File: src/source/seq_defs.svh
`ifndef SEQ_DEFS_SVH
`define SEQ_DEFS_SVH

// ------------------------------------------------------------
// loss monitor defaults
// ------------------------------------------------------------

// byte index of the sequence tag inside a packet
`define SEQ_AUX_POS 0

// packets sent per tag value before it increments, 1..255
`define SEQ_SEG_MAX 50

// checked packets before the checker stops
`define SEQ_MAX_COUNT 500000

// width of every statistics counter
`define SEQ_CNT_W 32

`endif

File: src/source/seq_pkg.sv
`default_nettype none

package seq_pkg;

	// ------------------------------------------------------------
	// checker state
	// ------------------------------------------------------------
	typedef enum logic [1:0] {
		S_INIT = 2'd0, // waiting for first tag
		S_RUN  = 2'd1, // checking tags
		S_DONE = 2'd2  // limit reached, tags ignored
	} check_state_t;

	// ------------------------------------------------------------
	// verdict for one checked tag
	// ------------------------------------------------------------
	// skip means packets went missing
	// dup is a surplus repeat of the previous tag, no loss
	typedef enum logic [1:0] {
		V_OK   = 2'd0, // as predicted
		V_SKIP = 2'd1, // jumped ahead
		V_DUP  = 2'd2  // repeat when increment was due
	} verdict_t;

endpackage

`default_nettype wire

File: src/source/aux_decode.sv
`timescale 1ns/10ps
`default_nettype none

`include "seq_defs.svh"

module aux_decode #(
	parameter int aux_pos = `SEQ_AUX_POS // tag byte index
) (
	input  logic       clk,
	input  logic       rst,
	input  logic       rx_en,
	input  logic [7:0] rx_data,
	output logic       aux_stb,  // one cycle, tag valid
	output logic [7:0] aux,      // held until next aux_stb
	output logic       runt_stb  // one cycle, short packet ended
);

	// framing state, local to the decoder
	typedef enum logic [1:0] {
		D_IDLE = 2'd0, // between packets
		D_PKT  = 2'd1, // bytes seen, tag not yet
		D_TAG  = 2'd2  // tag byte captured
	} dec_state_t;

	localparam logic [15:0] tag_idx = 16'(aux_pos);

	dec_state_t  st;
	logic [15:0] idx;     // index of the byte on rx_data now
	logic        tag_hit; // tag byte on the bus this cycle

	assign tag_hit = rx_en && (idx == tag_idx);

	// ------------------------------------------------------------
	// byte index
	// ------------------------------------------------------------
	always_ff @(posedge clk) begin
		if (rst) begin
			idx <= '0;
		end else if (!rx_en) begin
			idx <= '0; // gap restarts the count
		end else if (idx != 16'hffff) begin
			idx <= idx + 16'd1; // saturate on long packets
		end
	end

	// ------------------------------------------------------------
	// framing and runt detection
	// ------------------------------------------------------------
	always_ff @(posedge clk) begin
		if (rst) begin
			st       <= D_IDLE;
			runt_stb <= 1'b0;
		end else begin
			runt_stb <= 1'b0;
			if (!rx_en) begin
				// packet ended before the tag byte
				if (st == D_PKT)
					runt_stb <= 1'b1;
				st <= D_IDLE;
			end else if (tag_hit) begin
				st <= D_TAG;
			end else if (st == D_IDLE) begin
				st <= D_PKT; // first byte, not the tag
			end
		end
	end

	// tag capture
	always_ff @(posedge clk) begin
		if (rst)
			aux_stb <= 1'b0;
		else
			aux_stb <= tag_hit;
	end

	always_ff @(posedge clk) begin
		if (tag_hit)
			aux <= rx_data; // no reset, qualified by aux_stb
	end

endmodule

`default_nettype wire

File: src/source/loss_monitor.sv
`timescale 1ns/10ps
`default_nettype none

`include "seq_defs.svh"

module loss_monitor #(
	parameter int aux_pos   = `SEQ_AUX_POS,   // tag byte index
	parameter int seg_max   = `SEQ_SEG_MAX,   // packets per tag value
	parameter int max_count = `SEQ_MAX_COUNT  // check limit
) (
	input  logic                  clk,
	input  logic                  rst,
	input  logic                  rx_en,
	input  logic [7:0]            rx_data,
	output seq_pkg::check_state_t state,
	output logic [`SEQ_CNT_W-1:0] pkt_count,
	output logic [`SEQ_CNT_W-1:0] ok_count,
	output logic [`SEQ_CNT_W-1:0] ng_count,
	output logic [`SEQ_CNT_W-1:0] lost_count,
	output logic [`SEQ_CNT_W-1:0] runt_count,
	output logic                  done
);

	import seq_pkg::*;

	logic                  aux_stb;  // decode -> check
	logic [7:0]            aux;
	logic                  runt_stb; // decode -> stats
	logic                  upd;      // check -> stats
	verdict_t              verdict;
	logic [`SEQ_CNT_W-1:0] lost_add;

	// ------------------------------------------------------------
	// decode, check, result
	// ------------------------------------------------------------
	aux_decode #(.aux_pos(aux_pos)) i_aux_decode (
		.clk      (clk),
		.rst      (rst),
		.rx_en    (rx_en),
		.rx_data  (rx_data),
		.aux_stb  (aux_stb),
		.aux      (aux),
		.runt_stb (runt_stb)
	);

	seq_check #(.seg_max(seg_max)) i_seq_check (
		.clk      (clk),
		.rst      (rst),
		.aux_stb  (aux_stb),
		.aux      (aux),
		.done     (done),     // stops the checker
		.upd      (upd),
		.verdict  (verdict),
		.lost_add (lost_add),
		.state    (state)
	);

	seq_stats #(.max_count(max_count)) i_seq_stats (
		.clk        (clk),
		.rst        (rst),
		.upd        (upd),
		.verdict    (verdict),
		.lost_add   (lost_add),
		.runt_stb   (runt_stb),
		.pkt_count  (pkt_count),
		.ok_count   (ok_count),
		.ng_count   (ng_count),
		.lost_count (lost_count),
		.runt_count (runt_count),
		.done       (done)
	);

endmodule

`default_nettype wire

File: src/source/seq_check.sv
`timescale 1ns/10ps
`default_nettype none

`include "seq_defs.svh"

module seq_check #(
	parameter int seg_max = `SEQ_SEG_MAX // packets per tag value
) (
	input  logic                    clk,
	input  logic                    rst,
	input  logic                    aux_stb,  // new tag
	input  logic [7:0]              aux,
	input  logic                    done,     // limit reached in stats
	output logic                    upd,      // one cycle, verdict valid
	output seq_pkg::verdict_t       verdict,
	output logic [`SEQ_CNT_W-1:0]   lost_add, // lost packets for this tag
	output seq_pkg::check_state_t   state
);

	import seq_pkg::*;

	localparam logic [7:0]            seg_last = 8'(seg_max - 1);
	localparam logic [`SEQ_CNT_W-1:0] seg_w    = `SEQ_CNT_W'(seg_max);

	logic [7:0]            prev;      // last tag seen
	logic [7:0]            rep;       // repeat position, 0..seg_max-1
	logic [7:0]            pred;      // expected tag
	logic                  rep_end;   // increment due on next tag
	logic [7:0]            rep_nxt;   // rep after a match
	logic                  is_ok;
	logic                  is_dup;
	logic [`SEQ_CNT_W-1:0] skip_lost; // loss estimate for a skip
	logic                  take;      // tag checked this cycle

	// ------------------------------------------------------------
	// loss estimate
	// ------------------------------------------------------------
	// rest of the current segment plus whole segments skipped,
	// tag gap taken mod 256 so 255 -> 1 counts one missing tag
	function automatic logic [`SEQ_CNT_W-1:0] calc_lost(
		input logic [7:0] tag,
		input logic [7:0] last,
		input logic [7:0] pos
	);
		logic [7:0]            gap;
		logic [`SEQ_CNT_W-1:0] rest;
		gap  = tag - last - 8'd1;                      // wraps mod 256
		rest = seg_w - `SEQ_CNT_W'(pos) - `SEQ_CNT_W'(1); // left in segment
		return rest + `SEQ_CNT_W'(gap) * seg_w;
	endfunction

	// ------------------------------------------------------------
	// prediction and classification
	// ------------------------------------------------------------
	assign rep_end   = (rep == seg_last);
	assign pred      = rep_end ? prev + 8'd1 : prev; // mod 256
	assign rep_nxt   = rep_end ? 8'd0 : rep + 8'd1;
	assign is_ok     = (aux == pred);
	assign is_dup    = (aux == prev);  // only reached when increment was due
	assign skip_lost = calc_lost(aux, prev, rep);

	// stats raises done one cycle after upd, so check it first
	assign take = aux_stb && (state == S_RUN) && !done;

	// ------------------------------------------------------------
	// state machine
	// ------------------------------------------------------------
	always_ff @(posedge clk) begin
		if (rst) begin
			state <= S_INIT;
			rep   <= 8'd0;
		end else begin
			case (state)
				S_INIT: begin
					if (aux_stb) begin
						rep   <= 8'd0; // first tag opens a segment
						state <= S_RUN;
					end
				end
				S_RUN: begin
					if (done) begin
						state <= S_DONE; // stop, ignore this and later tags
					end else if (aux_stb) begin
						if (is_ok)
							rep <= rep_nxt;
						else
							rep <= 8'd0; // resync on any mismatch
					end
				end
				S_DONE: ; // hold
				default: state <= S_INIT;
			endcase
		end
	end

	// previous tag, payload only
	always_ff @(posedge clk) begin
		if (aux_stb && (state == S_INIT || take))
			prev <= aux;
	end

	// ------------------------------------------------------------
	// update strobe and result
	// ------------------------------------------------------------
	always_ff @(posedge clk) begin
		if (rst)
			upd <= 1'b0;
		else
			upd <= take; // never for the first tag
	end

	always_ff @(posedge clk) begin
		if (take) begin
			if (is_ok) begin
				verdict  <= V_OK;
				lost_add <= '0;
			end else if (is_dup) begin
				verdict  <= V_DUP; // surplus repeat
				lost_add <= '0;
			end else begin
				verdict  <= V_SKIP;
				lost_add <= skip_lost;
			end
		end
	end

endmodule

`default_nettype wire

File: src/source/seq_stats.sv
`timescale 1ns/10ps
`default_nettype none

`include "seq_defs.svh"

module seq_stats #(
	parameter int max_count = `SEQ_MAX_COUNT // checked packets until done
) (
	input  logic                  clk,
	input  logic                  rst,
	input  logic                  upd,        // one cycle, verdict valid
	input  seq_pkg::verdict_t     verdict,
	input  logic [`SEQ_CNT_W-1:0] lost_add,
	input  logic                  runt_stb,   // short packet seen
	output logic [`SEQ_CNT_W-1:0] pkt_count,
	output logic [`SEQ_CNT_W-1:0] ok_count,
	output logic [`SEQ_CNT_W-1:0] ng_count,
	output logic [`SEQ_CNT_W-1:0] lost_count,
	output logic [`SEQ_CNT_W-1:0] runt_count,
	output logic                  done        // sticky
);

	import seq_pkg::*;

	localparam logic [`SEQ_CNT_W-1:0] pkt_last = `SEQ_CNT_W'(max_count - 1);

	// ------------------------------------------------------------
	// checked packet counters
	// ------------------------------------------------------------
	always_ff @(posedge clk) begin
		if (rst) begin
			pkt_count  <= '0;
			ok_count   <= '0;
			ng_count   <= '0;
			lost_count <= '0;
			done       <= 1'b0;
		end else if (upd) begin
			pkt_count  <= pkt_count + `SEQ_CNT_W'(1);
			lost_count <= lost_count + lost_add; // zero unless skip
			if (verdict == V_OK)
				ok_count <= ok_count + `SEQ_CNT_W'(1);
			else
				ng_count <= ng_count + `SEQ_CNT_W'(1); // skip or dup
			// rises with the update that reaches the limit
			if (pkt_count == pkt_last)
				done <= 1'b1;
		end
	end

	// ------------------------------------------------------------
	// runt counter
	// ------------------------------------------------------------
	// keeps counting after done
	always_ff @(posedge clk) begin
		if (rst)
			runt_count <= '0;
		else if (runt_stb)
			runt_count <= runt_count + `SEQ_CNT_W'(1);
	end

endmodule

`default_nettype wire
File: config.mk
export PLATFORM = sky130hd
export DESIGN_NAME = loss_monitor
export DESIGN_NICKNAME = d
export VERILOG_FILES = /design/src/source/seq_pkg.sv /design/src/source/aux_decode.sv /design/src/source/loss_monitor.sv /design/src/source/seq_check.sv /design/src/source/seq_stats.sv
export VERILOG_INCLUDE_DIRS = /design/src /design/src/source
export SDC_FILE = /design/constraint.sdc
export NUM_CORES = 1
export LEC_CHECK = 0
export ABC_AREA = 1
export BUFFER_PORTS_ARGS = -buffer_cell sky130_fd_sc_hd__buf_2
export CAP_MARGIN = 20
export CORE_MARGIN = 1.5
export CORE_UTILIZATION = 60
export DETAILED_ROUTE_END_ITERATION = 8
export GPL_ROUTABILITY_DRIVEN = 0
export PLACE_DENSITY = 0.81
export SLEW_MARGIN = 20
export SYNTH_ARGS = -nofsm -noshare
export SYNTH_HDL_FRONTEND = slang
export SYNTH_HIERARCHICAL = 1
export SYNTH_SLANG_ARGS = --single-unit
File: constraint.sdc
create_clock -name clk -period 6.5 [get_ports clk]
set_input_delay 0 -clock clk [delete_from_list [all_inputs] [get_ports clk]]
set_output_delay 0 -clock clk [all_outputs]
set_load 0.02 [all_outputs]
; After elaboration in Yosys (flattened, before gate mapping)
; Cells that the tools add are included.
[word_totals]
register_bits = 242
out_inout_bits = 163
wordCells = 82
[classes]
muxes = 14
multipliers = 1
bitwise = 3
n_addsub = 13
n_eq_ne = 12
n_reduce_logical = 21
[op_table]
columns = op, n
row1 = $add 32x1->32 const B, 4
row2 = $mux 8, 6
row3 = $add 32x14->32, 1
row4 = $add 32x32->32, 1
row5 = $eq 32x19->1 const B, 1
row6 = $sub 32x1->32 const B, 1
row7 = $add 16x1->16 const B, 1
row8 = $add 8x1->8 const B, 2
row9 = $eq 8x8->1, 2
row10 = $logic_not 16->1, 1
row11 = $ne 16x16->1 const B, 1
row12 = $pmux 8 s2, 1
row13 = $mul 8x5->13 const B, 1
row14 = $mux 2, 5
row15 = $sub 6x8->9 const A, 1
row16 = $eq 8x6->1 const B, 1
row17 = $sub 8x1->8 const B, 1
row18 = $sub 8x8->8, 1
row19 = $logic_not 2->1, 3
row20 = $ne 2x2->1 const B, 3
row21 = $pmux 2 s3, 1
row22 = $reduce_and 2->1, 3
row23 = $reduce_or 2->1, 3
row24 = $eq 2x1->1 const B, 2
row25 = 11 further kinds, 17

; Depth between registers and ports, before layout
[depth]
word_depth = 7
mapped_depth = 32
ltp_nobuf = 32

; Hierarchy
; The synthesis kept the hierarchy.
[modules_own_cells]
columns = mod, area_per_inst_um2, seq_area_each_um2, n_inst, cells_each
row1 = seq_stats, 10362.4, 3223.1, 1, 1674
row2 = seq_check, 4107.7, 1001.0, 1, 500
row3 = aux_decode, 1351.3, 640.6, 1, 174

; Worst setup path before layout
; No wires, ideal clock.
[synth_path]
kind = flip-flop to flip-flop
start = register i_seq_check.prev[0]
end = register i_seq_check.lost_add[14], data pin
t_required_ns = 6.244
setup_ns = 0.256
period_less_slack_ns = 5.377
path_stages_with_launch = 31
t_arrival_ns = 5.121
n_path_buf = 0
setup_slack_ns = 1.123
cell_sequence = edfxtp_1 inv_1 ha_1 inv_1 fa_1 xnor2_1 ha_1 ha_1 ha_1 inv_1 xor2_1 ha_1 a21oi_1 nand2_1 nand2_1 nand2_1 a21oi_1 o21ai_0 a21oi_1 inv_1 nand2_1 nand2_1 ha_1 fa_1 inv_1 a21oi_1 o31ai_1 a21oi_1 nand2_1 nand2_1 a21oi_1
[synth_between]
elab_chain_cells = 4
elab_cells_between_ends = 9
classes_between = 4 x add/sub / 1 x mul / 2 x eq/ne / 1 x mux / 1 x reduce/logical
[synth_lines]
columns = element, line_no
row1 = from (decl), seq_check.sv:25  ; logic [7:0] prev;
row2 = from (signal assigned), seq_check.sv:99  ; prev <= aux;
row3 = $sub 8x8->8 or $add 8x1->8 (tied branches), "seq_check.sv:47, seq_check.sv:56"
row4 = $sub 8x1->8 or $mux 8 (tied branches), "seq_check.sv:47, seq_check.sv:56"
row5 = $mul 8x5->13 (no source line) or $eq 8x8->1 (tied branches), --
row6 = $add 32x14->32 or $reduce_or 2->1 (tied branches), --
row7 = to (signal assigned), seq_check.sv:122  ; lost_add <= skip_lost;
row8 = to (decl), seq_check.sv:16  ; output logic [`SEQ_CNT_W-1:0] lost_add,
; Parallel ways exist; a longest one is shown, timed or not.
; A chain may end at the register's enable or synchronous reset.

; Final worst setup path
; Same ends and word-level chain as after synthesis.

==> flow_metrics.tcl <==
set metrics [dict create \
    postLayoutCellArea_mm2 0.0178 \
    core.rowCount 59 \
    num_io_pins 174 \
    vias 15400 \
    yosysSeqAreaShare 0.307 \
    muxShareOfSynthArea 0 \
    r2r-end "i_seq_check/lost_add[14]" \
    cts_buffer_depth 3 \
    syn_area_mm2 0.0158 \
    synth_most_common_cell "nand2_1" \
    clk_latency_ps 540 \
    grt_setup_unrepaired "false" \
    ys.flop_type "dfxtp_1" \
    cpMostUsedCell "nand2_1" \
    gr-total-overflow 0 \
    dp_hpwl_um 29600 \
    diodes 0 \
    slowest_delay_ps 560 \
    synthDistinctLibCells 60 \
    cts_resized 0 \
    hold_viol_final 0 \
    reg2reg_from "i_seq_check/prev[0]" \
    slowest_stage "fa_1" \
    cts_setup_buffers 0 \
    cts_hold_buf 10 \
    synth-xor-area-share 0.0478 \
    routed.top_layer "met4" \
    crit_type "register to register" \
    reg2reg_slack_ps 420 \
    crit_path_end_kind "register" \
    worst-slew-pin-transition_ps 984 \
    route.met2.wl_um 18500 \
    seq_area_mm2 0.00487 \
    crit_end "i_seq_check/lost_add[14]" \
    area_delta_synth_final_pct 12.8 \
    yosys_warnings 6 \
    synthAdderAreaFrac 0.0867 \
    cts_made_buffers 27 \
    wl_per_cell_um 13.8 \
    nNetsFinal 2629 \
    clkPwrFrac 0.277 \
    fp.dieArea_mm2 0.0274 \
    p_leak_nw 8.91 \
    port_buffers 173 \
    finalCritPeriodShare 0.936 \
    ys_top_cells_by_area "dfxtp_1 24%, nand2_1 14%, inv_1 9.6%" \
    crit_path_max_fanout 4 \
    rr_worst_depth 30 \
    grt_max_degree 82 \
    max-slew-margin-rel 0.344 \
    hold_path_class "primary input to register" \
    antenna_found_initial 0 \
    die_y_um 165 \
    start_util 0.609 \
    coreArea_mm2 0.0260 \
    root_buffer "clkbuf_16" \
    clock-sinks 226 \
    pwr-share-comb 0.443 \
    synth_edf_count 34 \
    startpoint "i_seq_check/prev[0]" \
    drc 0 \
    drt-initial-drc-count 1221 \
    postSynth.asyncResetShare 0 \
    wl_um 39500 \
    drt-met1-wl_um 17300 \
    synth_top_family_by_area "simple AND/OR/NAND/NOR gates" \
    period_needed_ps 6080 \
    max-vdd-ir-drop_uv 465 \
    postSynthAreaPerCell_um2 6.74 \
    grt_pass1_vias 13800 \
    antenna_left 0 \
    final_max_slew_viol_count 0 \
    critPathArrivalTime_ps 6330 \
    p_switching_mw 2.11 \
    fmax_ghz 0.164 \
    finalSetupViolCount 0 \
    synth_fp_nets 2465 \
    track_usage 0.279 \
    tns_ps 0 \
    nFillCells 2220 \
    switching_share 0.371 \
    syn_inst 2348 \
    die_w_um 165 \
    drtPass1Iterations 8 \
    cts_tree "built" \
    cts.clk_slew.worst_paths_ps 60 \
    cap_violations 0 \
    multiInputGateArea_mm2 0.00908 \
    postPlaceCellArea_mm2 0.0168 \
    intPower_mw 3.57 \
    power-per-cell-area_mw_per_mm2 318 \
    status "finished, final reports clean" \
    synth_top_area_cell "dfxtp_1" \
    synth_compound_area_frac 0.0886 \
    netlist_top_cells_count "573 x nand2_1, 404 x inv_1, 283 x nor2_1, 192 x dfxtp_1, 135 x a21oi_1" \
    grt_pass1_wl_um 63200 \
    drt-vias-per-instance 5.36 \
    drive_gt1_frac 0.129 \
    wl_met3_um 2520 \
    startpoint_type "register" \
    synth_seq_cells 226 \
    synthDominantCellAreaShare 0.243 \
    cts_max_level 1 \
    finClkSkew_ps 30.4 \
    required_ps 6750 \
    synthSimpleGateAreaFrac 0.351 \
    seq_power_share 0.280 \
]
==> through the flow <==
| stage | cells | setup slack [ps] | util | hold slack, ps | power [mW] |
|---|---|---|---|---|---|
| 2_1_floorplan | 2348 | 1120 | - | 71.7 | 3.70 |
| 3_3_place_gp | 2808 | 803 | 0.647 | 177 | 3.98 |
| 3_5_place_dp | 2808 | 522 | 0.647 | 178 | 4.10 |
| 4_1_cts | 2867 | 478 | 0.687 | 176 | 5.70 |
| 5_1_grt | 2867 | 14.7 | 0.687 | 191 | 6.11 |
| 6_report | 2867 | 416 | 0.687 | 204 | 5.68 |
==> how the worst min path moves through the flow <==
stage / endpoint / from / slack (ps) / cells after the start
after detailed placement: i_aux_decode/aux[2] / rx_data[2] / 180 / 1
after global routing: i_aux_decode/aux[4] / rx_data[4] / 190 / 2
final: i_aux_decode/aux[4] / rx_data[4] / 200 / 2
after CTS: i_aux_decode/aux[5] / rx_data[5] / 180 / 2
after floorplan: i_aux_decode/runt_stb / rx_en / 70 / 1
after global placement: i_aux_decode/aux[5] / rx_data[5] / 180 / 1
==> state kept, by name (all words and copies together) (netlist names), 2 cells and up <==
signal / cells
i_aux_decode/aux: 8
i_aux_decode/idx: 16
i_aux_decode/st: 2
i_seq_check/lost_add: 16
i_seq_check/prev: 8
i_seq_check/rep: 8
i_seq_check/state: 2
i_seq_check/verdict: 2
i_seq_stats/lost_count: 32
i_seq_stats/ng_count: 32
i_seq_stats/ok_count: 32
i_seq_stats/pkt_count: 32
i_seq_stats/runt_count: 32
==> cell families (layout without fill, tap and decap cells) <==
logic type / count (synthesis) / in the layout
fa+ha+maj: 106 / 106
compound gates: 262 / 262
buf+inv: 467 / 651
flops: 226 / 226
simple gates: 1205 / 1205
xor+xnor: 82 / 82
==> cells in the final DEF (no fill, tap or decap), drive strengths merged, types with 2 or more instances in the layout <==
cell type | synthesis | layout
nand2 | 593 | 593
inv | 414 | 415
nor2 | 317 | 317
dfxtp | 192 | 192
buf | 30 | 176
nand3 | 138 | 138
a21oi | 136 | 136
ha | 100 | 100
o21ai | 90 | 90
nor3 | 70 | 70
xor2 | 63 | 63
nand4 | 45 | 45
edfxtp | 34 | 34
clkbuf | 21 | 31
xnor2 | 19 | 19
a31oi | 13 | 13
clkinv | 2 | 12
dlygate4sd3 | 0 | 10
nor4 | 10 | 10
nand3b | 9 | 9
o21a | 8 | 8
nor3b | 8 | 8
or2 | 6 | 6
fa | 6 | 6
and3 | 6 | 6
bufinv | 0 | 5
a211oi | 4 | 4
o21bai | 4 | 4
and2 | 3 | 3
clkinvlp | 0 | 2
a21boi | 2 | 2
==> critical path: cells and delay by family, from the launching register on <==
kind | cells | cell delay (ps)
compound gates | 8 | 1150
fa+ha+maj | 8 | 2660
xor+xnor | 2 | 560
simple gates | 7 | 470
buf+inv | 5 | 480
flops | 1 | 500
==> cell type report <==
| class | count | area share |
|---|---|---|
| clock buffers | 31 | 0.0393 |
| clock inverters | 18 | 0.0127 |
| inverters | 416 | 0.0878 |
| multi-input cells | 1655 | 0.509 |
| flip-flops and latches | 226 | 0.273 |
| well taps | 335 | 0.0235 |
| repair buffers | 186 | 0.0555 |
==> power by group through the flow <==
stage	sequential [mW]	clock [mW]	combinational, mW
final	1.59	1.58	2.51
after global routing	1.59	1.65	2.87
after CTS	1.59	1.60	2.51
after detailed placement	1.62	0	2.48
after global placement	1.62	0	2.36
after floorplan	1.62	0	2.08
==> per-layer routing <==
metal	global-route usage	up-vias
li1	-	7749
met1	0.360	7048
met2	0.483	480
met3	0.0390	81
met4	0.0844	0
met5	0	-
(Power assumes the default switching activity.)
